<file path="src/rtl/data_io_pkg.sv">
// shared types for the file download channel
// holds the SPI command codes, the word and address widths, the RAM
// write bundle and the AXI4-Lite request and response structs
// every RTL block pulls it in with a wildcard import

package data_io_pkg;

	// widths that carry a meaning
	typedef logic [15:0] file_word_t;
	typedef logic [23:0] file_addr_t;
	typedef logic [4:0]  menu_index_t;
	typedef logic [7:0]  uio_cmd_t;
	typedef logic [11:0] axil_addr_t;
	typedef logic [31:0] axil_data_t;
	typedef logic [1:0]  axil_resp_t;

	// command bytes sent by the I/O controller
	localparam uio_cmd_t UIO_FILE_TX     = 8'h53;
	localparam uio_cmd_t UIO_FILE_TX_DAT = 8'h54;
	localparam uio_cmd_t UIO_FILE_INDEX  = 8'h55;

	// AXI response codes
	localparam axil_resp_t AXIL_OKAY   = 2'b00;
	localparam axil_resp_t AXIL_SLVERR = 2'b10;

	// one received word and the file address it belongs to
	typedef struct packed {
		file_addr_t addr;
		file_word_t data;
	} ram_wr_t;

	// host to slave
	typedef struct packed {
		logic       ar_valid;
		axil_addr_t ar_addr;
		logic       aw_valid;
		axil_addr_t aw_addr;
		logic       w_valid;
		axil_data_t w_data;
		logic       r_ready;
		logic       b_ready;
	} axil_req_t;

	// slave to host
	typedef struct packed {
		logic       ar_ready;
		logic       r_valid;
		axil_data_t r_data;
		axil_resp_t r_resp;
		logic       aw_ready;
		logic       w_ready;
		logic       b_valid;
		axil_resp_t b_resp;
	} axil_rsp_t;

endpackage
</file>
<file path="src/rtl/download_ram.sv">
// on-chip word RAM holding the downloaded file
// one write port fed by the CDC, one registered read port for the host
// the file address wraps inside the array, only its low RAM_AW bits are used

module download_ram import data_io_pkg::*; #(
	parameter int RAM_AW = 8
) (
	input  logic              clk,
	input  logic              wr,
	input  ram_wr_t           wr_word,
	input  logic              rd_en,
	input  logic [RAM_AW-1:0] rd_addr,
	output file_word_t        rd_data
);

	localparam int RAM_DEPTH = 2 ** RAM_AW;

	// *************************************************************************
	// storage
	// *************************************************************************

	file_word_t mem [RAM_DEPTH];

	// word slot addressed by the low file address bits
	logic [RAM_AW-1:0] wr_slot;

	assign wr_slot = wr_word.addr[RAM_AW-1:0];

	// write port
	always_ff @(posedge clk) begin
		if (wr) begin
			mem[wr_slot] <= wr_word.data;
		end
	end

	// read port
	// data valid the cycle after rd_en, held until the next read
	always_ff @(posedge clk) begin
		if (rd_en) begin
			rd_data <= mem[rd_addr];
		end
	end

endmodule

</file>
<file path="config.mk">
export PLATFORM = sky130hd
export DESIGN_NAME = download_ram
export DESIGN_NICKNAME = d
export VERILOG_FILES = /design/src/rtl/data_io_pkg.sv /design/src/rtl/download_ram.sv
export SDC_FILE = /design/constraint.sdc
export NUM_CORES = 2
export LEC_CHECK = 0
export BUFFER_PORTS_ARGS = -buffer_cell sky130_fd_sc_hd__buf_2
export CORE_MARGIN = 2
export CORE_UTILIZATION = 42
export DETAILED_ROUTE_END_ITERATION = 7
export SLEW_MARGIN = 25
export SYNTH_ARGS = -nofsm -noshare
export SYNTH_HDL_FRONTEND = slang
export SYNTH_SLANG_ARGS = --single-unit
</file>
<file path="constraint.sdc">
create_clock -name clk -period 3 [get_ports clk]
set_input_delay 0.3 -clock clk [delete_from_list [all_inputs] [get_ports clk]]
set_output_delay 0.3 -clock clk [all_outputs]
set_load 0.05 [all_outputs]
</file>
==> flow_summary_export.csv <==
group,metric,value,unit
outcome,run_status,"finished clean",
cells_and_area,fin_area,0.186,mm^2
floorplanning,starting_density_of_the_core,42.2,%
place,half_perimeter_wire_length_after_placement,275000,um
floorplanning,coreArea,0.376,mm^2
timing,timing.clock.skew,50.8,ps
synthesis,synth_warnings,0,
detailed_routing,final_routed_wirelength,437000,um
synthesis,ys.flop_type,"edfxtp_1",
pwr,total_power_divided_by_cell_area,647,mW/mm^2
detailed_routing,detail_route.iter0.violations,10200,
cells_and_area,top_library_cells_by_usage_in_the_layout_fill_and_taps_aside,"edfxtp_1, buf_4, mux4_2",
clock_tree,cts_inserted_buffers,408,
clock_tree,cts_tree,"yes",
cells_and_area,final_core_utilization,49.4,%
critical_path,critical_path.startpoint_type,"register",
detailed_routing,wire_per_inst,31.8,um
hold_path,min-delay-path-class,"in -> reg",
cells_and_area,share_of_layout_cells_above_drive_strength_1,30.2,%
clock_tree,clk_sinks,4112,
timing,final_period_utilization,99.2,%
timing,slew_headroom,23.3,%
pwr,max-vdd-ir-drop,0.000510,V
global_route,first_global_vias,80500,
synthesis,mappedNetlistArea,0.159,mm^2
synthesis,postSynth.asyncResetShare,0,%
floorplanning,ioPinCount,67,
critical_path,worstPathMaxFanout,1,
floorplanning,core.rowCount,225,
synthesis,synthesis.instances,7360,
hold_path,worst_hold_path_cells,4,
synthesis,synth.ff_latch_count,4112,
clock_tree,cts.htree.levels,5,
critical_path,cp-end-kind,"register",
critical_path,slack_of_the_worst_reg_to_reg_path,20,ps
detailed_routing,detail_route.first_pass.iterations,8,
clock_tree,clockRootBuffer,"clkbuf_16",
clock_tree,cts_setup_buffers,0,
clock_tree,cts.path.max_buffers,4,
place,placed_area,0.172,mm^2
detailed_routing,final_antenna_net_count,0,
pwr,total_power,120,mW
critical_path,req_time_crit_path,3680,ps
synthesis,synth_edf_count,4112,
global_route,gr-total-overflow,0,
critical_path,critical_path_arrival,3660,ps
synthesis,netlist_top_cells_area,"edfxtp_1, mux4_2, mux2i_1, o221ai_1, nor2_1",
timing,final-setup-viol-count,0,
critical_path,worstReg2RegStart,"mem[55][15]",
timing,maxClockFrequency,336,MHz
detailed_routing,vias,80700,
cells_and_area,most_common_cell_after_layout_fill_and_taps_aside,"edfxtp_1",
pwr,leakagePower,59.9,nW
global_route,global_route_wire_length_before_repair,615000,um
floorplanning,chipHeight,619,um
detailed_routing,number_of_remaining_drc_errors,0,
timing,tightest_slew,1150,ps
place,port_buffer_cells,50,
synthesis,seq_area_frac_synth,77.7,%
critical_path,rr_worst_depth,6,
cells_and_area,fin_nets,8424,
cells_and_area,fill_cells,30100,
global_route,number_of_antenna_violations_at_the_first_check_in_global_routing,25,
critical_path,r2r_end,"rd_data[15]",
timing,unrepaired_setup_endpoints_after_global_routing,"false",
timing,final-max-slew-violation-count,0,
hold_path,min_to,"mem[223][1]",
hold_path,hp-start,"wr_word[22]",
timing,hold_violations,0,
global_route,global_route_usage_over_all_layers,22.6,%
clock_tree,path_clk_slew,70,ps
place,gp_congestion,0.871,
floorplanning,dieArea,0.383,mm^2
synthesis,netlist-cell-type-count,51,
critical_path,worstSetupPathType,"reg -> reg",
floorplanning,die_w,619,um
synthesis,avgSynthCellArea,21.6,um^2
timing,finalWorstPathRequiredPeriod,2980,ps
clock_tree,clk_latency,970,ps
synthesis,post-synth-top-area-cell,"edfxtp_1",
global_route,pin_count_of_the_biggest_net_entering_global_routing,131,
cells_and_area,syn_to_final_growth,16.9,%
job,drv.max_cap_violation_count,0,
synthesis,synthDominantCellAreaShare,77.7,%
detailed_routing,post_drt_via_cell_ratio,5.88,
synthesis,synth_nets,7411,
[area by class of cell]
class	count	area (um^2)	area share (%)
inverters	4	27.5	0.0148
clock buffers	493	10700	5.74
diodes	18	45.0	0.0242
multi-input cells	2792	33200	17.9
repair buffers	1055	9880	5.32
flip-flops and latches	4112	123000	66.5
clock inverters	248	2260	1.21
well taps	4994	6250	3.36
[cell usage after synthesis (3+ instances only)]
master	instances
edfxtp_1	4112
mux4_2	797
mux2i_1	565
nor2_1	304
o221ai_1	252
clkbuf_1	230
a21oi_1	175
o22ai_1	148
nor3_1	92
mux2_2	88
buf_6	77
buf_2	76
a22oi_1	43
nand2_1	38
o21ai_0	37
nand3_1	35
a22o_1	32
a221oi_1	28
buf_1	27
buf_4	26
nand4_1	26
o32ai_1	20
a211oi_1	18
nor4_1	17
o31ai_1	16
and3_1	11
buf_8	11
nor2b_1	9
a2111oi_0	6
a31oi_1	6
buf_12	5
or2_2	4
inv_1	3
nand2b_1	3
nand4b_1	3
[worst max-delay path by stage]
stage	startpoint	to	slack [ps]	cells after the start
after floorplan	rd_addr[0]	rd_data[4]	450	8
after global placement	rd_addr[0]	rd_data[7]	-1310	10
after detailed placement	rd_addr[0]	rd_data[3]	-930	13
after CTS	mem[55][15]	rd_data[15]	20	6
after global routing	mem[2][7]	rd_data[7]	20	8
final	mem[55][15]	rd_data[15]	20	6
[state kept, by name, indices dropped and copies added (netlist names)]
| register | cells |
|---|---|
| mem | 4096 |
| rd_data | 16 |
[stage by stage]
stage	hold WS, ps	setup slack [ps]	cells	TNS (ps)
floorplan	399	451	7360	0
global placement	657	-1310	12900	-12430
detailed placement	668	-929	12900	-11570
CTS	91.4	20.5	13700	0
global route	169	21.8	13700	0
finish	157	23.7	13700	0
[logic make-up after synthesis]
| group | count (synthesis) | share of synthesized area, % |
|---|---|---|
| DFF | 4112 | 77.7 |
| muxes | 1450 | 15.5 |
| AOI/OAI and AO/OA | 786 | 3.53 |
| and+or+nand+nor | 556 | 1.57 |
| buffers and inverters | 456 | 1.69 |
[routing by layer]
metal	up-vias	GRT usage [%]	routed length (um)
met3	666	4.26	36600
met5	-	0	83
met4	14	7.29	15400
met1	43200	30.9	175000
li1	33400	-	-
met2	3525	36.5	210000
[critical path, cell delays in order (launching register included)]
cell and delay [ps]:
edfxtp_1 350, mux4_2 470, mux4_2 530, a22o_1 390
o32ai_2 600, buf_4 280, nor4_1 60
[repair_timing]
item | 4_1_cts | 5_1_grt
setup endpoints to repair | 6 | 2
hold buffers | 19 | 0
endpoints found under the hold margin | 802 | 0
gates resized for setup | 7 | 2
[report_power, final]
| part | total (mW) | internal, mW | switching, mW |
|---|---|---|---|
| Combinational | 6.88 | 2.60 | 4.27 |
| Clock | 49.8 | 28.2 | 21.6 |
| Sequential | 63.5 | 63.4 | 0.0943 |
| Total | 120 | 94.2 | 25.9 |
No activity file was read; power rests on OpenSTA's default activity.
