==> src/rtl/data_io_pkg.sv <==
// shared types for the file download channel
// holds the SPI command codes, the word and address widths, the RAM
// write bundle and the AXI4-Lite request and response structs
// every RTL block pulls it in with a wildcard import

package data_io_pkg;

	// widths that carry a meaning
	typedef logic [15:0] file_word_t;
	typedef logic [23:0] file_addr_t;
	typedef logic [4:0]  menu_index_t;
	typedef logic [7:0]  uio_cmd_t;
	typedef logic [11:0] axil_addr_t;
	typedef logic [31:0] axil_data_t;
	typedef logic [1:0]  axil_resp_t;

	// command bytes sent by the I/O controller
	localparam uio_cmd_t UIO_FILE_TX     = 8'h53;
	localparam uio_cmd_t UIO_FILE_TX_DAT = 8'h54;
	localparam uio_cmd_t UIO_FILE_INDEX  = 8'h55;

	// AXI response codes
	localparam axil_resp_t AXIL_OKAY   = 2'b00;
	localparam axil_resp_t AXIL_SLVERR = 2'b10;

	// one received word and the file address it belongs to
	typedef struct packed {
		file_addr_t addr;
		file_word_t data;
	} ram_wr_t;

	// host to slave
	typedef struct packed {
		logic       ar_valid;
		axil_addr_t ar_addr;
		logic       aw_valid;
		axil_addr_t aw_addr;
		logic       w_valid;
		axil_data_t w_data;
		logic       r_ready;
		logic       b_ready;
	} axil_req_t;

	// slave to host
	typedef struct packed {
		logic       ar_ready;
		logic       r_valid;
		axil_data_t r_data;
		axil_resp_t r_resp;
		logic       aw_ready;
		logic       w_ready;
		logic       b_valid;
		axil_resp_t b_resp;
	} axil_rsp_t;

endpackage
==> src/rtl/axil_status_port.sv <==
// AXI4-Lite slave giving the host read access to the download
// 0x000 status, 0x004 words written since open, 0x800 up RAM words
// one read outstanding at a time, every write answered with SLVERR
// also brings downloading and index over from the sck domain

module axil_status_port import data_io_pkg::*; #(
	parameter int RAM_AW = 8
) (
	input  logic              clk,
	input  logic              ss,
	input  axil_req_t         req,
	input  logic              downloading,
	input  menu_index_t       index,
	input  logic              wr,
	input  file_word_t        rd_data,
	output axil_rsp_t         rsp,
	output logic              rd_en,
	output logic [RAM_AW-1:0] rd_addr
);

	localparam axil_addr_t STATUS_ADDR = 12'h000;
	localparam axil_addr_t COUNT_ADDR  = 12'h004;

	typedef enum logic [1:0] {
		idle,
		wait_ram,
		respond
	} rd_state_t;

	rd_state_t rd_state;

	axil_addr_t rd_addr_q;
	axil_data_t r_data_q;
	logic       b_valid_q;
	logic       ar_hs;
	logic       wr_hs;

	// quasi-static levels from the sck domain
	logic        dl_meta;
	logic        dl_sync;
	logic        dl_last;
	menu_index_t idx_meta;
	menu_index_t idx_sync;

	file_addr_t word_cnt;

	// *************************************************************************
	// status synchronizers and word counter
	// *************************************************************************

	always_ff @(posedge clk or posedge ss) begin
		if (ss) begin
			dl_meta  <= 1'b0;
			dl_sync  <= 1'b0;
			dl_last  <= 1'b0;
			idx_meta <= '0;
			idx_sync <= '0;
			word_cnt <= '0;
		end else begin
			dl_meta  <= downloading;
			dl_sync  <= dl_meta;
			dl_last  <= dl_sync;
			idx_meta <= index;
			idx_sync <= idx_meta;
			// a fresh download restarts the count
			if (dl_sync && !dl_last) begin
				word_cnt <= '0;
			end else if (wr) begin
				word_cnt <= word_cnt + 24'd1;
			end
		end
	end

	// *************************************************************************
	// read path
	// *************************************************************************

	// no new read while either response is still waiting on the host
	assign rsp.ar_ready = (rd_state == idle) && !b_valid_q;
	assign ar_hs        = req.ar_valid && rsp.ar_ready;

	// the RAM read goes out on the handshake itself
	// word slots are 4 bytes apart, the window wraps over the RAM
	assign rd_en   = ar_hs;
	assign rd_addr = req.ar_addr[2 +: RAM_AW];

	always_ff @(posedge clk or posedge ss) begin
		if (ss) begin
			rd_state <= idle;
		end else begin
			case (rd_state)
				idle: if (ar_hs) rd_state <= wait_ram;
				wait_ram: rd_state <= respond;
				respond: if (req.r_ready) rd_state <= idle;
				default: rd_state <= idle;
			endcase
		end
	end

	// address and response data are payload only
	always_ff @(posedge clk) begin
		if (ar_hs) begin
			rd_addr_q <= req.ar_addr;
		end
		// RAM data is ready here, pick the source once and hold it
		if (rd_state == wait_ram) begin
			if (rd_addr_q[11]) begin
				r_data_q <= {16'd0, rd_data};
			end else if (rd_addr_q == STATUS_ADDR) begin
				r_data_q <= {23'd0, dl_sync, 3'd0, idx_sync};
			end else if (rd_addr_q == COUNT_ADDR) begin
				r_data_q <= {8'd0, word_cnt};
			end else begin
				r_data_q <= '0;
			end
		end
	end

	assign rsp.r_valid = (rd_state == respond);
	assign rsp.r_data  = r_data_q;
	assign rsp.r_resp  = AXIL_OKAY;

	// *************************************************************************
	// write path
	// *************************************************************************

	// address and data taken together, contents ignored
	assign wr_hs        = req.aw_valid && req.w_valid && !b_valid_q && (rd_state == idle);
	assign rsp.aw_ready = wr_hs;
	assign rsp.w_ready  = wr_hs;

	always_ff @(posedge clk or posedge ss) begin
		if (ss) begin
			b_valid_q <= 1'b0;
		end else if (wr_hs) begin
			b_valid_q <= 1'b1;
		end else if (req.b_ready) begin
			b_valid_q <= 1'b0;
		end
	end

	assign rsp.b_valid = b_valid_q;
	assign rsp.b_resp  = AXIL_SLVERR;

	// a stalled read response must not change under the host
	r_data_hold: assert property (
		@(posedge clk) disable iff (ss)
		rsp.r_valid && !req.r_ready |=> rsp.r_valid && $stable(rsp.r_data)
	) else $error("axil_status_port: r_data changed under back-pressure");

endmodule

==> config.mk <==
export PLATFORM = sky130hd
export DESIGN_NAME = axil_status_port
export DESIGN_NICKNAME = d
export VERILOG_FILES = /design/src/rtl/data_io_pkg.sv /design/src/rtl/axil_status_port.sv
export SDC_FILE = /design/constraint.sdc
export NUM_CORES = 1
export LEC_CHECK = 0
export ABC_AREA = 1
export BUFFER_PORTS_ARGS = -buffer_cell sky130_fd_sc_hd__buf_2
export CAP_MARGIN = 20
export CORE_UTILIZATION = 28
export DETAILED_ROUTE_END_ITERATION = 6
export MAX_ROUTING_LAYER = met4
export SLEW_MARGIN = 15
export SYNTH_ARGS = -nofsm -noshare
export SYNTH_HDL_FRONTEND = slang
export SYNTH_SLANG_ARGS = --single-unit
==> constraint.sdc <==
create_clock -name clk -period 2.2 [get_ports clk]
set_input_delay 0.11 -clock clk [delete_from_list [all_inputs] [get_ports clk]]
set_output_delay 0.11 -clock clk [all_outputs]
set_load 0.02 [all_outputs]
==> impl_results.rst <==
.. list-table::
   :header-rows: 1

   * - Metric
     - Value
   * - Worst hold path type
     - in2reg
   * - Router iterations before antenna repair
     - 4
   * - HPWL after detailed placement
     - 5.29 mm
   * - Instance count after placement with tap cells included
     - ~600
   * - Antenna violations before repair
     - 0
   * - Biggest area contributors in the synthesized netlist
     - sky130_fd_sc_hd__edfxtp_1, sky130_fd_sc_hd__dfrtp_1, sky130_fd_sc_hd__nand2_1
   * - Global route total overflow
     - 0
   * - Power per standard cell area
     - 892 mW/mm^2
   * - Via count
     - 2734
   * - Number of buffers inserted during clock tree synthesis
     - 9
   * - Antenna Diode Count
     - 0
   * - Final Hold Fails
     - 0
   * - Total standard cell area after synthesis
     - 0.00349 mm^2
   * - Clock sink total
     - 76
   * - Critical path capture point type
     - primary output
   * - Maximum clock insertion buffer count
     - 2
   * - Sequential area share after synthesis
     - ~60%
   * - Count of pins over their slew limit
     - 0
   * - Register bit total from synthesis
     - 76
   * - Residual antenna-violating net count after detailed routing
     - 0
   * - First-pass GRT wire length
     - 12.4 mm
   * - Cell accounting for the most synthesized area
     - sky130_fd_sc_hd__edfxtp_1
   * - Critical path peak fanout
     - 13
   * - Post-synthesis instance total
     - ~380
   * - Syn_area_per_cell
     - 9.22 um^2
   * - Via count of the first global-routing pass
     - 2683
   * - Final setup skew
     - 6.42 ps
   * - Initial Util
     - 28.9%
   * - Root Buffer Master
     - sky130_fd_sc_hd__clkbuf_16
   * - Area delta synth->final
     - 27.9%
   * - Pin count of the biggest net entering global routing
     - approximately 40
   * - Final Setup Violations
     - 0
   * - Synth warn
     - 0
   * - Worst setup path class
     - reg2out
   * - Count of cell types in the netlist
     - 25
   * - Leakage dissipation
     - 1.99 nW
   * - Post-detailed-route wirelength per cell
     - 11.6 um
   * - Average via count per standard cell
     - around 4.2
   * - Data required time of the worst path
     - 2090 ps
   * - Die Area
     - 0.0129 mm^2
   * - Source-to-sink clock delay at the later pin of the worst-skew pair
     - 340 ps
   * - Worst vdd ir
     - 339 uV
   * - Ports placed on the boundary
     - approximately 140
   * - Input/output buffers
     - 79
   * - Fraction of met2 tracks used by global routing
     - 20.5%
   * - Slowest CP cell
     - sky130_fd_sc_hd__and2_1
   * - Global-route met1 utilization
     - 14.8%
   * - Crit path cell chain
     - nor3_1 > and2_1 > buf_2
   * - Portion of the clock cycle consumed by the worst path in the final layout
     - 90.4%
   * - Setup crit start kind
     - flip-flop
   * - Clock period minus worst slack
     - around 2000 ps
   * - Most frequent cells in the layout
     - sky130_fd_sc_hd__nand2_1, sky130_fd_sc_hd__buf_2, sky130_fd_sc_hd__nor2_1
   * - Final weighted congestion in routability-driven placement
     - between 0.8 and 0.9
   * - Global router's overall resource usage
     - approximately 13%
   * - Number of remaining DRC errors
     - 0
   * - Portion of synthesized cell area occupied by the leading cell type
     - a little under a third
   * - Die span in x
     - about 110 um
   * - CP peak stage delay
     - 540 ps
   * - Number of DRC markers after the initial detailed-route iteration
     - 148
   * - Max-cap violations
     - 0
   * - Cell family contributing the most delay on the critical path
     - simple AND/OR/NAND/NOR gates
   * - Register clock-pin slew on the reported worst setup and hold paths
     - 60 ps
   * - GRT Max-Usage Layer
     - met2
   * - Worst max-slew margin expressed relative to the limit
     - 52.9%
   * - Number of nets at the end of the flow
     - 560
   * - Share of layout cells above drive strength 1
     - 22.2%
   * - Area of the core region
     - 0.0121 mm^2
   * - Die extent in y
     - 114 um
   * - Met3 demand-to-capacity share in global routing
     - approximately 2.4%
   * - CTS tree
     - built
   * - Final TNS setup
     - 0 ps
   * - Non-filler instance count after layout
     - 646
   * - # H-tree levels
     - 3
   * - Pin slew with the least headroom to its limit
     - 706 ps
   * - Resized cells post-CTS
     - 0
   * - Standard-cell row count
     - 40
   * - WP buf/inv
     - 1
   * - Result of the run
     - completed
   * - Routed wire length
     - 7.47 mm
   * - Data arrival time of the worst path
     - ~1900 ps
   * - FMAX
     - 503 MHz
   * - RSZ-0062 raised after global routing
     - false
   * - Most common library cell in the layout ignoring fill and taps
     - sky130_fd_sc_hd__nand2_1
worst register-to-register path: cells and delay by family, from the launching register on:
kind	cells	cell delay, ps
simple gates	5	990
compound gates	1	160
flops	1	350
metrics by stage:
step	setup WS, ps	utilization [%]	hold slack (ps)	total power (W)	cell area, um^2
finish	210	37.0	42.2	0.00398	4460
global placement	590	32.8	221	0.00255	3950
detailed placement	519	32.8	222	0.00257	3950
floorplan	242	-	141	0.00233	3520
CTS	217	37.0	33.6	0.00401	4460
global route	71.7	37.0	39.9	0.00416	4460
state kept, by name, summed over array words and instances (netlist names), 2 cells and up:
signal	cells
idx_meta	5
rd_state	2
r_data_q	24
word_cnt	24
rd_addr_q	12
idx_sync	5
cell type report:
cell class              instances  area, um^2
fillers                      1225        7600
flip-flops and latches         76        2080
multi-input cells             240        1070
repair buffers                104         651
clock buffers                  10         229
well taps                     168         210
inverters                      42         158
clock inverters                 6        55.1
cell families (layout without fill, tap and decap cells):
family	count (synthesis)	count (layout)	synth area share (%)
AO/OA/AOI/OAI	33	33	4.81
adder cells (fa/ha/maj)	1	1	0.359
buffers and inverters	72	162	10.6
flip-flops	76	76	59.7
other	2	12	0.215
AND/OR/NAND/NOR	194	194	24.3
synth_stat cells:
cell type                  count
sky130_fd_sc_hd__or2_1         1
sky130_fd_sc_hd__nor2_2        2
sky130_fd_sc_hd__nor2_4        4
sky130_fd_sc_hd__edfxtp_1     36
sky130_fd_sc_hd__and2_1        2
sky130_fd_sc_hd__buf_6         1
sky130_fd_sc_hd__nand3_2       2
sky130_fd_sc_hd__conb_1        2
sky130_fd_sc_hd__a21oi_1      17
sky130_fd_sc_hd__nand3_1      37
sky130_fd_sc_hd__o21bai_1      1
sky130_fd_sc_hd__o21ai_1       6
sky130_fd_sc_hd__nand4_1       1
sky130_fd_sc_hd__o21ai_0       9
sky130_fd_sc_hd__clkbuf_1      1
sky130_fd_sc_hd__dfrtp_1      40
sky130_fd_sc_hd__nand2_2       1
sky130_fd_sc_hd__buf_4        23
sky130_fd_sc_hd__buf_2         5
sky130_fd_sc_hd__nor2_1       58
sky130_fd_sc_hd__nor3_1        4
sky130_fd_sc_hd__ha_1          1
sky130_fd_sc_hd__nand2_1      81
sky130_fd_sc_hd__inv_1        42
sky130_fd_sc_hd__nor3_2        1
final timing paths:
kind / from / endpoint / slack (ps) / cells after the start
max: rd_state[1] / rd_en / 210 / 3
min: req[34] / b_valid_q / 40 / 3
max reg2reg: rd_addr_q[1] / r_data_q[15] / 530 / 6
min reg2reg: idx_meta[0] / idx_sync[0] / 340 / 0
max in group asynchronous: ss / word_cnt[16] / 1380 / 4
min in group asynchronous: ss / idx_meta[1] / 440 / 4
power breakdown:
| group | internal [W] | switching [W] | leakage, nW | total [W] |
|---|---|---|---|---|
| combinational | 0.000243 | 0.000511 | 0.992 | 0.000754 |
| clock | 0.000865 | 0.000546 | 0.137 | 0.00141 |
| sequential | 0.00174 | 0.0000683 | 0.862 | 0.00181 |
routing by layer:
layer | up-vias | share of wire (%) | wire, um
li1 | 1372 | - | -
met1 | 1287 | 44 | 3280
met2 | 56 | 49 | 3690
met3 | 19 | 3.4 | 257
met4 | 0 | 3.3 | 246
met5 | - | 0 | 0
what timing repair did:
action                                 CTS  global route
endpoints found under the hold margin   61             0
buffers inserted                         0             0
hold buffers                            22             0
(Power assumes the default switching activity.)
