<file path="src/rtl/data_io_pkg.sv">
// shared types for the file download channel
// holds the SPI command codes, the word and address widths, the RAM
// write bundle and the AXI4-Lite request and response structs
// every RTL block pulls it in with a wildcard import

package data_io_pkg;

	// widths that carry a meaning
	typedef logic [15:0] file_word_t;
	typedef logic [23:0] file_addr_t;
	typedef logic [4:0]  menu_index_t;
	typedef logic [7:0]  uio_cmd_t;
	typedef logic [11:0] axil_addr_t;
	typedef logic [31:0] axil_data_t;
	typedef logic [1:0]  axil_resp_t;

	// command bytes sent by the I/O controller
	localparam uio_cmd_t UIO_FILE_TX     = 8'h53;
	localparam uio_cmd_t UIO_FILE_TX_DAT = 8'h54;
	localparam uio_cmd_t UIO_FILE_INDEX  = 8'h55;

	// AXI response codes
	localparam axil_resp_t AXIL_OKAY   = 2'b00;
	localparam axil_resp_t AXIL_SLVERR = 2'b10;

	// one received word and the file address it belongs to
	typedef struct packed {
		file_addr_t addr;
		file_word_t data;
	} ram_wr_t;

	// host to slave
	typedef struct packed {
		logic       ar_valid;
		axil_addr_t ar_addr;
		logic       aw_valid;
		axil_addr_t aw_addr;
		logic       w_valid;
		axil_data_t w_data;
		logic       r_ready;
		logic       b_ready;
	} axil_req_t;

	// slave to host
	typedef struct packed {
		logic       ar_ready;
		logic       r_valid;
		axil_data_t r_data;
		axil_resp_t r_resp;
		logic       aw_ready;
		logic       w_ready;
		logic       b_valid;
		axil_resp_t b_resp;
	} axil_rsp_t;

endpackage
</file>
<file path="src/rtl/word_cdc.sv">
// moves each received word from the sck domain into the clk domain
// the sender flips rx_toggle once per word and holds rx_word stable
// until the next flip, so only the toggle needs a synchronizer
// wr pulses for one clk cycle together with the captured word

module word_cdc import data_io_pkg::*; (
	input  logic    clk,
	input  logic    ss,
	input  logic    rx_toggle,
	input  ram_wr_t rx_word,
	output logic    wr,
	output ram_wr_t wr_word
);

	// two flop synchronizer plus one more stage for the edge detector
	logic tog_meta;
	logic tog_sync;
	logic tog_last;

	// any change of the synchronized toggle is one new word
	logic tog_edge;

	always_ff @(posedge clk or posedge ss) begin
		if (ss) begin
			tog_meta <= 1'b0;
			tog_sync <= 1'b0;
			tog_last <= 1'b0;
		end else begin
			tog_meta <= rx_toggle;
			tog_sync <= tog_meta;
			tog_last <= tog_sync;
		end
	end

	assign tog_edge = tog_sync ^ tog_last;

	// write strobe, 2 to 3 clk after the flip depending on phase
	always_ff @(posedge clk or posedge ss) begin
		if (ss) begin
			wr <= 1'b0;
		end else begin
			wr <= tog_edge;
		end
	end

	// rx_word has been stable for at least two clk by the time the edge shows
	always_ff @(posedge clk) begin
		if (tog_edge) begin
			wr_word <= rx_word;
		end
	end

	// words are 16 sck apart, so two strobes can never touch
	wr_single_cycle: assert property (
		@(posedge clk) disable iff (ss)
		wr |=> !wr
	) else $error("word_cdc: wr high on consecutive cycles");

endmodule

</file>
<file path="config.mk">
export PLATFORM = sky130hd
export DESIGN_NAME = word_cdc
export DESIGN_NICKNAME = d
export VERILOG_FILES = /design/src/rtl/data_io_pkg.sv /design/src/rtl/word_cdc.sv
export SDC_FILE = /design/constraint.sdc
export NUM_CORES = 1
export LEC_CHECK = 0
export BUFFER_PORTS_ARGS = -buffer_cell sky130_fd_sc_hd__buf_4
export CAP_MARGIN = 20
export CORE_ASPECT_RATIO = 0.75
export CORE_MARGIN = 10
export CORE_UTILIZATION = 41
export CTS_BUF_LIST = sky130_fd_sc_hd__clkbuf_4 sky130_fd_sc_hd__clkbuf_8 sky130_fd_sc_hd__clkbuf_16
export DETAILED_ROUTE_END_ITERATION = 10
export PLACE_DENSITY = 0.75
export SLEW_MARGIN = 20
export SYNTH_ARGS = -nofsm -noshare
export SYNTH_HDL_FRONTEND = slang
export SYNTH_SLANG_ARGS = --single-unit
export TNS_END_PERCENT = 20
</file>
<file path="constraint.sdc">
create_clock -name clk -period 3.4 [get_ports clk]
set_input_delay 0.17 -clock clk [delete_from_list [all_inputs] [get_ports clk]]
set_output_delay 0.17 -clock clk [all_outputs]
set_load 0.02 [all_outputs]
</file>
==> results of run 1 <==
worst max path at each step:
stage,startpoint,to,slack [ns]
global route,tog_last,wr_word[29],1.78
floorplan,tog_sync,wr_word[0],0.64
detailed placement,tog_sync,wr_word[6],1.58
finish,tog_last,wr_word[29],1.87
global placement,tog_last,wr_word[20],1.64
CTS,tog_sync,wr_word[16],1.57
routing by layer:
metal,up-vias,routed length (um),share of wire [%]
met4,0,71,2.2
li1,363,-,-
met1,375,989,31
met2,48,1670,52
met3,7,462,14
met5,-,0,0
cells in the final DEF, fill, tap and decap left out, drive strengths merged:
| cell | count |
|---|---|
| buf | 84 |
| edfxtp | 40 |
| clkbuf | 8 |
| dfrtp | 4 |
| dlygate4sd3 | 2 |
| xor2 | 1 |
| inv | 1 |
sequential cells by signal, indices dropped and copies added (netlist names):
signal,flops
wr_word,40
tog_last,1
tog_meta,1
tog_sync,1
wr,1
cells by family after synthesis:
logic type | share of synthesized area, %
flip-flops | 99.0
XOR/XNOR | 0.667
buffers and inverters | 0.285
stage by stage:
stage,area (um2),util [%],power (uW)
after detailed placement,2000,66.8,841
after floorplan,1310,-,736
final,2150,71.6,1170
after global routing,2150,71.6,1220
after global placement,2000,66.8,837
after CTS,2120,70.7,1180
where the power goes:
part	internal (uW)	switching [uW]
clock	181	154
combinational	85.8	92.5
sequential	643	13.0
total	910	260
layout make-up:
cell class              count  area share, %
flip-flops and latches     44           60.6
repair buffers             86           31.2
clock buffers               8           4.54
well taps                  38           2.21
multi-input cells           1           1.28
inverters                   1          0.175
==> flow_metrics.env, run 1 <==
export IMPL_cts_hold_buf=2
export IMPL_ctsResizeCount=0
export IMPL_num_io_pins=84
export IMPL_grt_met3_usage_pct=8.31
export IMPL_r2r_cells=2
export IMPL_cts_tree="done"
export IMPL_r2r_end="wr_word[29]"
export IMPL_preCtsSetupSlack_ns=1.58
export IMPL_cp_end_kind="flip-flop"
export IMPL_clock_path_buffers=2
export IMPL_drcViolationCount=0
export IMPL_synth_common_cells="edfxtp_1, dfrtp_1, inv_1, xor2_1"
export IMPL_synth_top_cell_by_area="edfxtp_1"
export IMPL_max_stage_delay_ns=0.56
export IMPL_die_w_um=85.4
export IMPL_grt_antenna_before_repair=0
export IMPL_regArea_um2=1300
export IMPL_peakVddDrop_mv=0.348
export IMPL_synthArstFlopShare_pct=9.09
export IMPL_synth_top_cells_by_area="edfxtp_1, dfrtp_1, xor2_1"
export IMPL_die_area_um2=5890
export IMPL_grt_max_degree=42
export IMPL_path_cells="xor2_4 > buf_16"
export IMPL_finalSetupViolations=0
export IMPL_grt_pass1_vias=934
export IMPL_clock_latency_ns=0.29
export IMPL_drive_gt1_share_pct=66.4
export IMPL_powerDensity_nw_per_um2=544
export IMPL_cp_required_ns=3.40
export IMPL_ant_nets=0
export IMPL_relSlewSlack_pct=57.8
export IMPL_first_pass_iters=3
export IMPL_grt_use_total_pct=11.1
export IMPL_drv_cap=0
export IMPL_holdPathStages=1
export IMPL_outcome="finished, final reports clean"
export IMPL_initial_utilization_pct=43.8
export IMPL_syn_to_final_growth_pct=63.5
export IMPL_synthFlopType="edfxtp_1"
export IMPL_holdWs_ns=0.0542
export IMPL_port_buffers=83
export IMPL_via_per_inst=4.46
export IMPL_clk_pin_slew_worst_paths_ns=0.07
export IMPL_use_met1_pct=9.49
export IMPL_min_to="wr_word[36]"
export IMPL_crit_family="XOR/XNOR gates"
export IMPL_final_max_slew_viol_count=0
export IMPL_hold_viol=0
export IMPL_vias=793
export IMPL_cts_sinks=44
export IMPL_grt_busiest_layer="met2"
export IMPL_min_period_ns=1.53
export IMPL_start_kind="flip-flop"
export IMPL_yosysTopAreaCellShare_pct=91.4
export IMPL_grt_use_met2_pct=18.4
export IMPL_cp_data_arrival_time_ns=1.53
export IMPL_crit_path_max_fanout=24
export IMPL_grt_pass1_wl_mm=5.00
export IMPL_dpl_cell_count=167
export IMPL_cts_inserted_buffers=5
export IMPL_die_h_um=69.0
export IMPL_rsz0062_at_grt="false"
export IMPL_antenna_cells=0
export IMPL_synthesis_nets=89
export IMPL_place_gp_congestion=0.666
export IMPL_crit_type="flip-flop to flip-flop"
export IMPL_synth_area_um2=1310
export IMPL_hold_class="primary input to flip-flop"
export IMPL_synth_cell_types=4
export IMPL_synth_most_common_cell="edfxtp_1"
export IMPL_synthCells=46
export IMPL_wl_per_cell_um=17.9
export IMPL_fin_ws_ns=1.87
export IMPL_worstHoldStart="rx_word[36]"
export IMPL_num_rows=17
export IMPL_tightest_slew_ns=0.632
export IMPL_skew_ns=0.00289
export IMPL_path_depth=2
export IMPL_multi_input_comb_area_um2=27.5
export IMPL_gr_total_overflow=0
export IMPL_p_leak_uw=0.000923
export IMPL_dp_hpwl_mm=2.48
export IMPL_h_tree_depth=2
export IMPL_synth_seq_area_share_pct=99.0
export IMPL_cts_setup_buffers=0
export IMPL_fillers=206
export IMPL_syn_avg_cell_area_um2=28.6
export IMPL_crit_slowest_cell="xor2_4"
export IMPL_r2r_start="tog_last"
export IMPL_synth_edf_count=40
export IMPL_ys_ff_latch=44
export IMPL_fmax_mhz=652
export IMPL_fin_setup_tns_ns=0
export IMPL_reg2reg_slack_ns=1.87
export IMPL_coreArea_um2=3000
export IMPL_final_cells=178
export IMPL_cts_root_buf="clkbuf_8"
export IMPL_drt_iter0_drc=42
export IMPL_final_nets=182
export IMPL_period_share_pct=45.1
export IMPL_ys_warn_count=0
export IMPL_routed_wl_mm=3.19
export IMPL_worst_path_buf_inv=1
Power figures use the tool's default switching activity.
==> run 2, diff against run 1 <==
- CORE_UTILIZATION: 41 -> 37
- PLACE_DENSITY: 0.75 -> 0.71
- clock period: 3.4 -> 1.3 ns (I/O delays scaled with it)
==> run 2 against run 1 <==
Effect of this change: final cell count grew 24%; die area is 7.9% higher; maximum frequency is 27% higher; combinational power grew to 3.2 times the previous value; first-iteration DRC count down 9.5%; non-clock buffer count rose by 41; critical path depth unchanged; routed wire length rose by 25%; register-to-register slack got worse by 1.8 ns; global-route usage grew 2.2 points; worst hold slack better by 0.16 ns; total power rose to 2.7 times the previous value.
==> flow_metrics.env, run 2 (synthesis gave the netlist of run 1 again) <==
export IMPL_routed_wl_mm=4.00
export IMPL_place_gp_congestion=0.660
export IMPL_relSlewSlack_pct=87.2
export IMPL_largest_reg_flops=40
export IMPL_r2r_cells=2
export IMPL_peakVddDrop_mv=0.947
export IMPL_ctsResizeCount=0
export IMPL_final_common_cell="buf_4"
export IMPL_cts_tree="done"
export IMPL_tightest_slew_ns=0.192
export IMPL_final_cell_mix="buf_4, dlygate4sd3_1, edfxtp_1, clkbuf_8, dfrtp_1"
export IMPL_period_share_pct=92.6
export IMPL_cp_end_kind="flip-flop"
export IMPL_cts_sinks=44
export IMPL_drv_cap=0
export IMPL_final_max_slew_viol_count=0
export IMPL_final_nets=223
export IMPL_gr_total_overflow=0
export IMPL_grt_max_degree=27
export IMPL_grt_pass1_wl_mm=6.17
export IMPL_crit_path_max_fanout=15
export IMPL_cp_required_ns=1.29
export IMPL_grt_antenna_before_repair=0
export IMPL_vias=923
export IMPL_antenna_cells=0
export IMPL_grt_use_total_pct=13.3
export IMPL_r2r_start="tog_last"
export IMPL_coreArea_um2=3360
export IMPL_clk_pin_slew_worst_paths_ns=0.08
export IMPL_r2r_end="wr_word[23]"
export IMPL_via_per_inst=4.18
export IMPL_final_area_um2=2540
export IMPL_num_rows=18
export IMPL_min_period_ns=1.20
export IMPL_cts_root_buf="clkbuf_8"
export IMPL_start_kind="flip-flop"
export IMPL_crit_type="flip-flop to flip-flop"
export IMPL_cts_setup_buffers=0
export IMPL_h_tree_depth=2
export IMPL_first_pass_iters=4
export IMPL_ant_nets=0
export IMPL_fmax_mhz=830
export IMPL_skew_ns=0.00554
export IMPL_crit_end="wr_word[23]"
export IMPL_drt_iter0_drc=38
export IMPL_initial_utilization_pct=39.1
export IMPL_clock_path_buffers=2
export IMPL_die_area_um2=6360
export IMPL_cts_hold_buf=42
export IMPL_cp_data_arrival_time_ns=1.19
export IMPL_powerDensity_nw_per_um2=1230
export IMPL_drive_gt1_share_pct=51.4
export IMPL_crit_start="tog_last"
export IMPL_finalSetupViolations=0
export IMPL_p_leak_uw=0.00108
export IMPL_outcome="finished, final reports clean"
export IMPL_clock_latency_ns=0.29
export IMPL_report_power_total_uw=3110
export IMPL_cts_inserted_buffers=5
export IMPL_hold_viol=0
export IMPL_wl_per_cell_um=18.1
export IMPL_rsz0062_at_grt="false"
export IMPL_syn_to_final_growth_pct=93.4
export IMPL_place_area_um2=2030
export IMPL_die_h_um=71.6
export IMPL_grt_pass1_vias=1127
export IMPL_fin_util_pct=75.7
export IMPL_num_io_pins=84
export IMPL_reg2reg_slack_ns=0.1
export IMPL_hold_class="primary input to async pin"
export IMPL_top_register="wr_word"
export IMPL_die_w_um=88.8
export IMPL_drcViolationCount=0
export IMPL_port_buffers=83
run 2: cell types whose count changed in the layout (fill, tap and decap cells not counted), sizes merged:
cell	delta
buf	+1
clkbuf	-3
clkinv	+1
clkinvlp	+2
dlygate4sd3	+40
run 2: worst max-delay path: stages, from the launching register on:
cell	delay (ns)
dfrtp_1	0.43
xor2_4	0.21
buf_4	0.26
run 2: cell type report:
cell class | instances | area [um2]
fill | 200 | 815
sequential | 44 | 1300
clock buffer | 5 | 68.8
clock inverter | 3 | 18.8
multi-input combinational | 1 | 27.5
timing repair buffer | 127 | 1070
tap | 40 | 50.0
inverter | 1 | 3.75
run 2: worst min-delay path by stage:
stage,to
after floorplan,tog_last
after global placement,wr
after detailed placement,wr
after CTS,wr
after global routing,wr
final,wr
run 2: metrics by stage:
step	setup slack [ns]	hold slack [ns]	TNS, ns	cells
2_1_floorplan	-0.277	-0.169	-11.18	46
3_3_place_gp	0.128	-0.0313	0	171
3_5_place_dp	0.0812	-0.0260	0	171
4_1_cts	0.0752	0.209	0	221
5_1_grt	0.0403	0.227	0	221
6_report	0.0958	0.215	0	221
run 2: report_power, final:
part / total (uW) / internal [uW] / switching (uW) / leakage, uW
Combinational: 573 / 302 / 271 / 0.000601
Clock: 827 / 371 / 456 / 0.0000378
Sequential: 1710 / 1680 / 35.2 / 0.000438
run 2: layer usage:
| metal | vias to the layer above | routed length (um) | global-route usage, % |
|---|---|---|---|
| met5 | - | 0 | 0 |
| li1 | 445 | - | - |
| met4 | 0 | 81 | 6.44 |
| met2 | 56 | 1960 | 21.4 |
| met1 | 413 | 1340 | 12.5 |
| met3 | 9 | 611 | 9.72 |
==> run 3, diff against run 2 <==
- CELL_PAD_IN_SITES_DETAIL_PLACEMENT: unset -> 1
- CELL_PAD_IN_SITES_GLOBAL_PLACEMENT: unset -> 1
- CORE_UTILIZATION: 37 -> 29
- PLACE_DENSITY: 0.71 -> 0.7
==> run 3 against run 2 <==
Effect of this change: core utilization is 17 points lower; maximum frequency is 2.0% lower; clock power rose by 26%; largest cell class unchanged; final cell count up 7.7%; highest routed layer unchanged.
==> flow_metrics.env, run 3 (synthesis gave the netlist of run 1 again) <==
export IMPL_outcome="finished, final reports clean"
export IMPL_power_share_switching_pct=23.2
export IMPL_fillers=410
export IMPL_comb_power_share_pct=17.7
export IMPL_peakVddDrop_mv=0.532
export IMPL_grt_max_degree=27
export IMPL_clk_pin_slew_worst_paths_ns=0.07
export IMPL_relSlewSlack_pct=84.6
export IMPL_p_leak_uw=0.00110
export IMPL_cts_tree="done"
export IMPL_antenna_cells=0
export IMPL_vias=960
export IMPL_final_cells=238
export IMPL_tightest_slew_ns=0.230
export IMPL_drcViolationCount=0
export IMPL_routed_wl_mm=4.98
export IMPL_initial_utilization_pct=29.8
export IMPL_crit_path_max_fanout=26
export IMPL_gr_total_overflow=0
export IMPL_cts_setup_buffers=0
export IMPL_grt_pass1_wl_mm=7.49
export IMPL_max_stage_delay_ns=0.44
export IMPL_cp_end_kind="flip-flop"
export IMPL_fin_ws_ns=0.0713
export IMPL_clock_power_share_pct=31.0
export IMPL_drv_cap=0
export IMPL_cts_sinks=44
export IMPL_final_nets=223
export IMPL_dpl_cell_count=188
export IMPL_switchingPower_uw=779
export IMPL_grt_antenna_before_repair=0
export IMPL_period_share_pct=94.5
export IMPL_hold_class="primary input to async pin"
export IMPL_cp_data_arrival_time_ns=1.23
export IMPL_via_per_inst=4.03
export IMPL_syn_to_final_growth_pct=97.8
export IMPL_cp_required_ns=1.30
export IMPL_die_w_um=97.7
export IMPL_die_h_um=78.3
export IMPL_report_power_total_uw=3360
export IMPL_cts_root_buf="clkbuf_8"
export IMPL_top_register="wr_word"
export IMPL_final_cell_mix="buf_4, dlygate4sd3_1, edfxtp_1, clkbuf_8, dfrtp_1"
export IMPL_drive_gt1_share_pct=51.9
export IMPL_grt_pass1_vias=1166
export IMPL_min_period_ns=1.23
export IMPL_coreArea_um2=4410
export IMPL_clock_latency_ns=0.30
export IMPL_regArea_um2=1300
export IMPL_clock_path_buffers=2
export IMPL_wl_per_cell_um=20.9
export IMPL_hold_viol=0
export IMPL_ant_nets=0
export IMPL_place_gp_congestion=0.771
export IMPL_drt_iter0_drc=27
export IMPL_preCtsSetupSlack_ns=0.111
export IMPL_final_max_slew_viol_count=0
export IMPL_largest_reg_flops=40
export IMPL_die_area_um2=7650
export IMPL_skew_ns=0.0125
export IMPL_crit_type="flip-flop to flip-flop"
export IMPL_port_buffers=83
export IMPL_intPower_uw=2580
export IMPL_rsz0062_at_grt="false"
export IMPL_num_io_pins=84
export IMPL_path_cells="xor2_4 > buf_12"
export IMPL_grt_use_total_pct=13.4
export IMPL_finalSetupViolations=0
export IMPL_h_tree_depth=2
export IMPL_crit_slowest_cell="dfrtp_1"
export IMPL_seq_power_share_pct=51.3
export IMPL_multi_input_comb_area_um2=27.5
export IMPL_final_common_cell="buf_4"
export IMPL_powerDensity_nw_per_um2=1290
export IMPL_start_kind="flip-flop"
export IMPL_num_rows=21
export IMPL_fmax_mhz=814
export IMPL_cts_inserted_buffers=5
export IMPL_first_pass_iters=3
[run 3: cell types whose count changed in the layout (fill, tap and decap cells not counted), sizes merged]
cell      delta
clkbuf       +1
bufinv       +1
clkinvlp     -2
[run 3: per-stage QoR]
step                setup TNS, ns  area, um2  hold slack (ns)  util [%]
finish                          0       2600            0.216      58.9
floorplan                  -11.18       1330           -0.169         -
CTS                             0       2600            0.200      58.9
global placement                0       2070          -0.0411      46.8
detailed placement              0       2070          -0.0385      46.8
global route                    0       2600            0.231      58.9
[run 3: worst paths after layout]
check	from	to	slack (ns)	depth (start not counted)
worst max-delay path	tog_last	wr_word[22]	0.07	2
worst min-delay path	ss	tog_last	0.22	3
worst max register to register	tog_last	wr_word[22]	0.07	2
worst min register to register	tog_meta	tog_sync	0.36	0
max in group asynchronous	ss	tog_sync	0.94	3
min in group clk	tog_meta	tog_sync	0.36	0
[run 3: worst max-delay path: cells and delay by family (launching register included)]
family | cells | cell delay [ns]
DFF | 1 | 0.44
xor gates and xnor gates | 1 | 0.27
buffers and inverters | 1 | 0.22
[run 3: cell type report]
type,count,area share [%]
Multi-Input combinational cell,1,1.06
Timing Repair Buffer,127,41.7
Clock buffer,6,2.94
Sequential cell,44,50.1
Inverter,1,0.144
Tap cell,57,2.74
Clock inverter,2,1.35
[run 3: power groups by stage]
stage | registers, uW | clock network, uW | logic [uW]
floorplan | 1880 | 0 | 40.8
global placement | 1740 | 0 | 476
detailed placement | 1750 | 0 | 488
CTS | 1720 | 1050 | 592
global route | 1730 | 1130 | 631
finish | 1720 | 1040 | 597
[run 3: timing repair]
action	CTS	global route
gates resized for setup	0	0
hold endpoints to repair	45	0
hold buffers	42	0
[run 3: per-layer routing]
| metal | global-route usage (%) | routed length (um) | vias to the layer above |
|---|---|---|---|
| li1 | - | - | 444 |
| met1 | 14.2 | 1980 | 460 |
| met2 | 23.6 | 2600 | 50 |
| met3 | 4.99 | 330 | 6 |
| met4 | 5.65 | 72 | 0 |
| met5 | 0 | 0 | - |
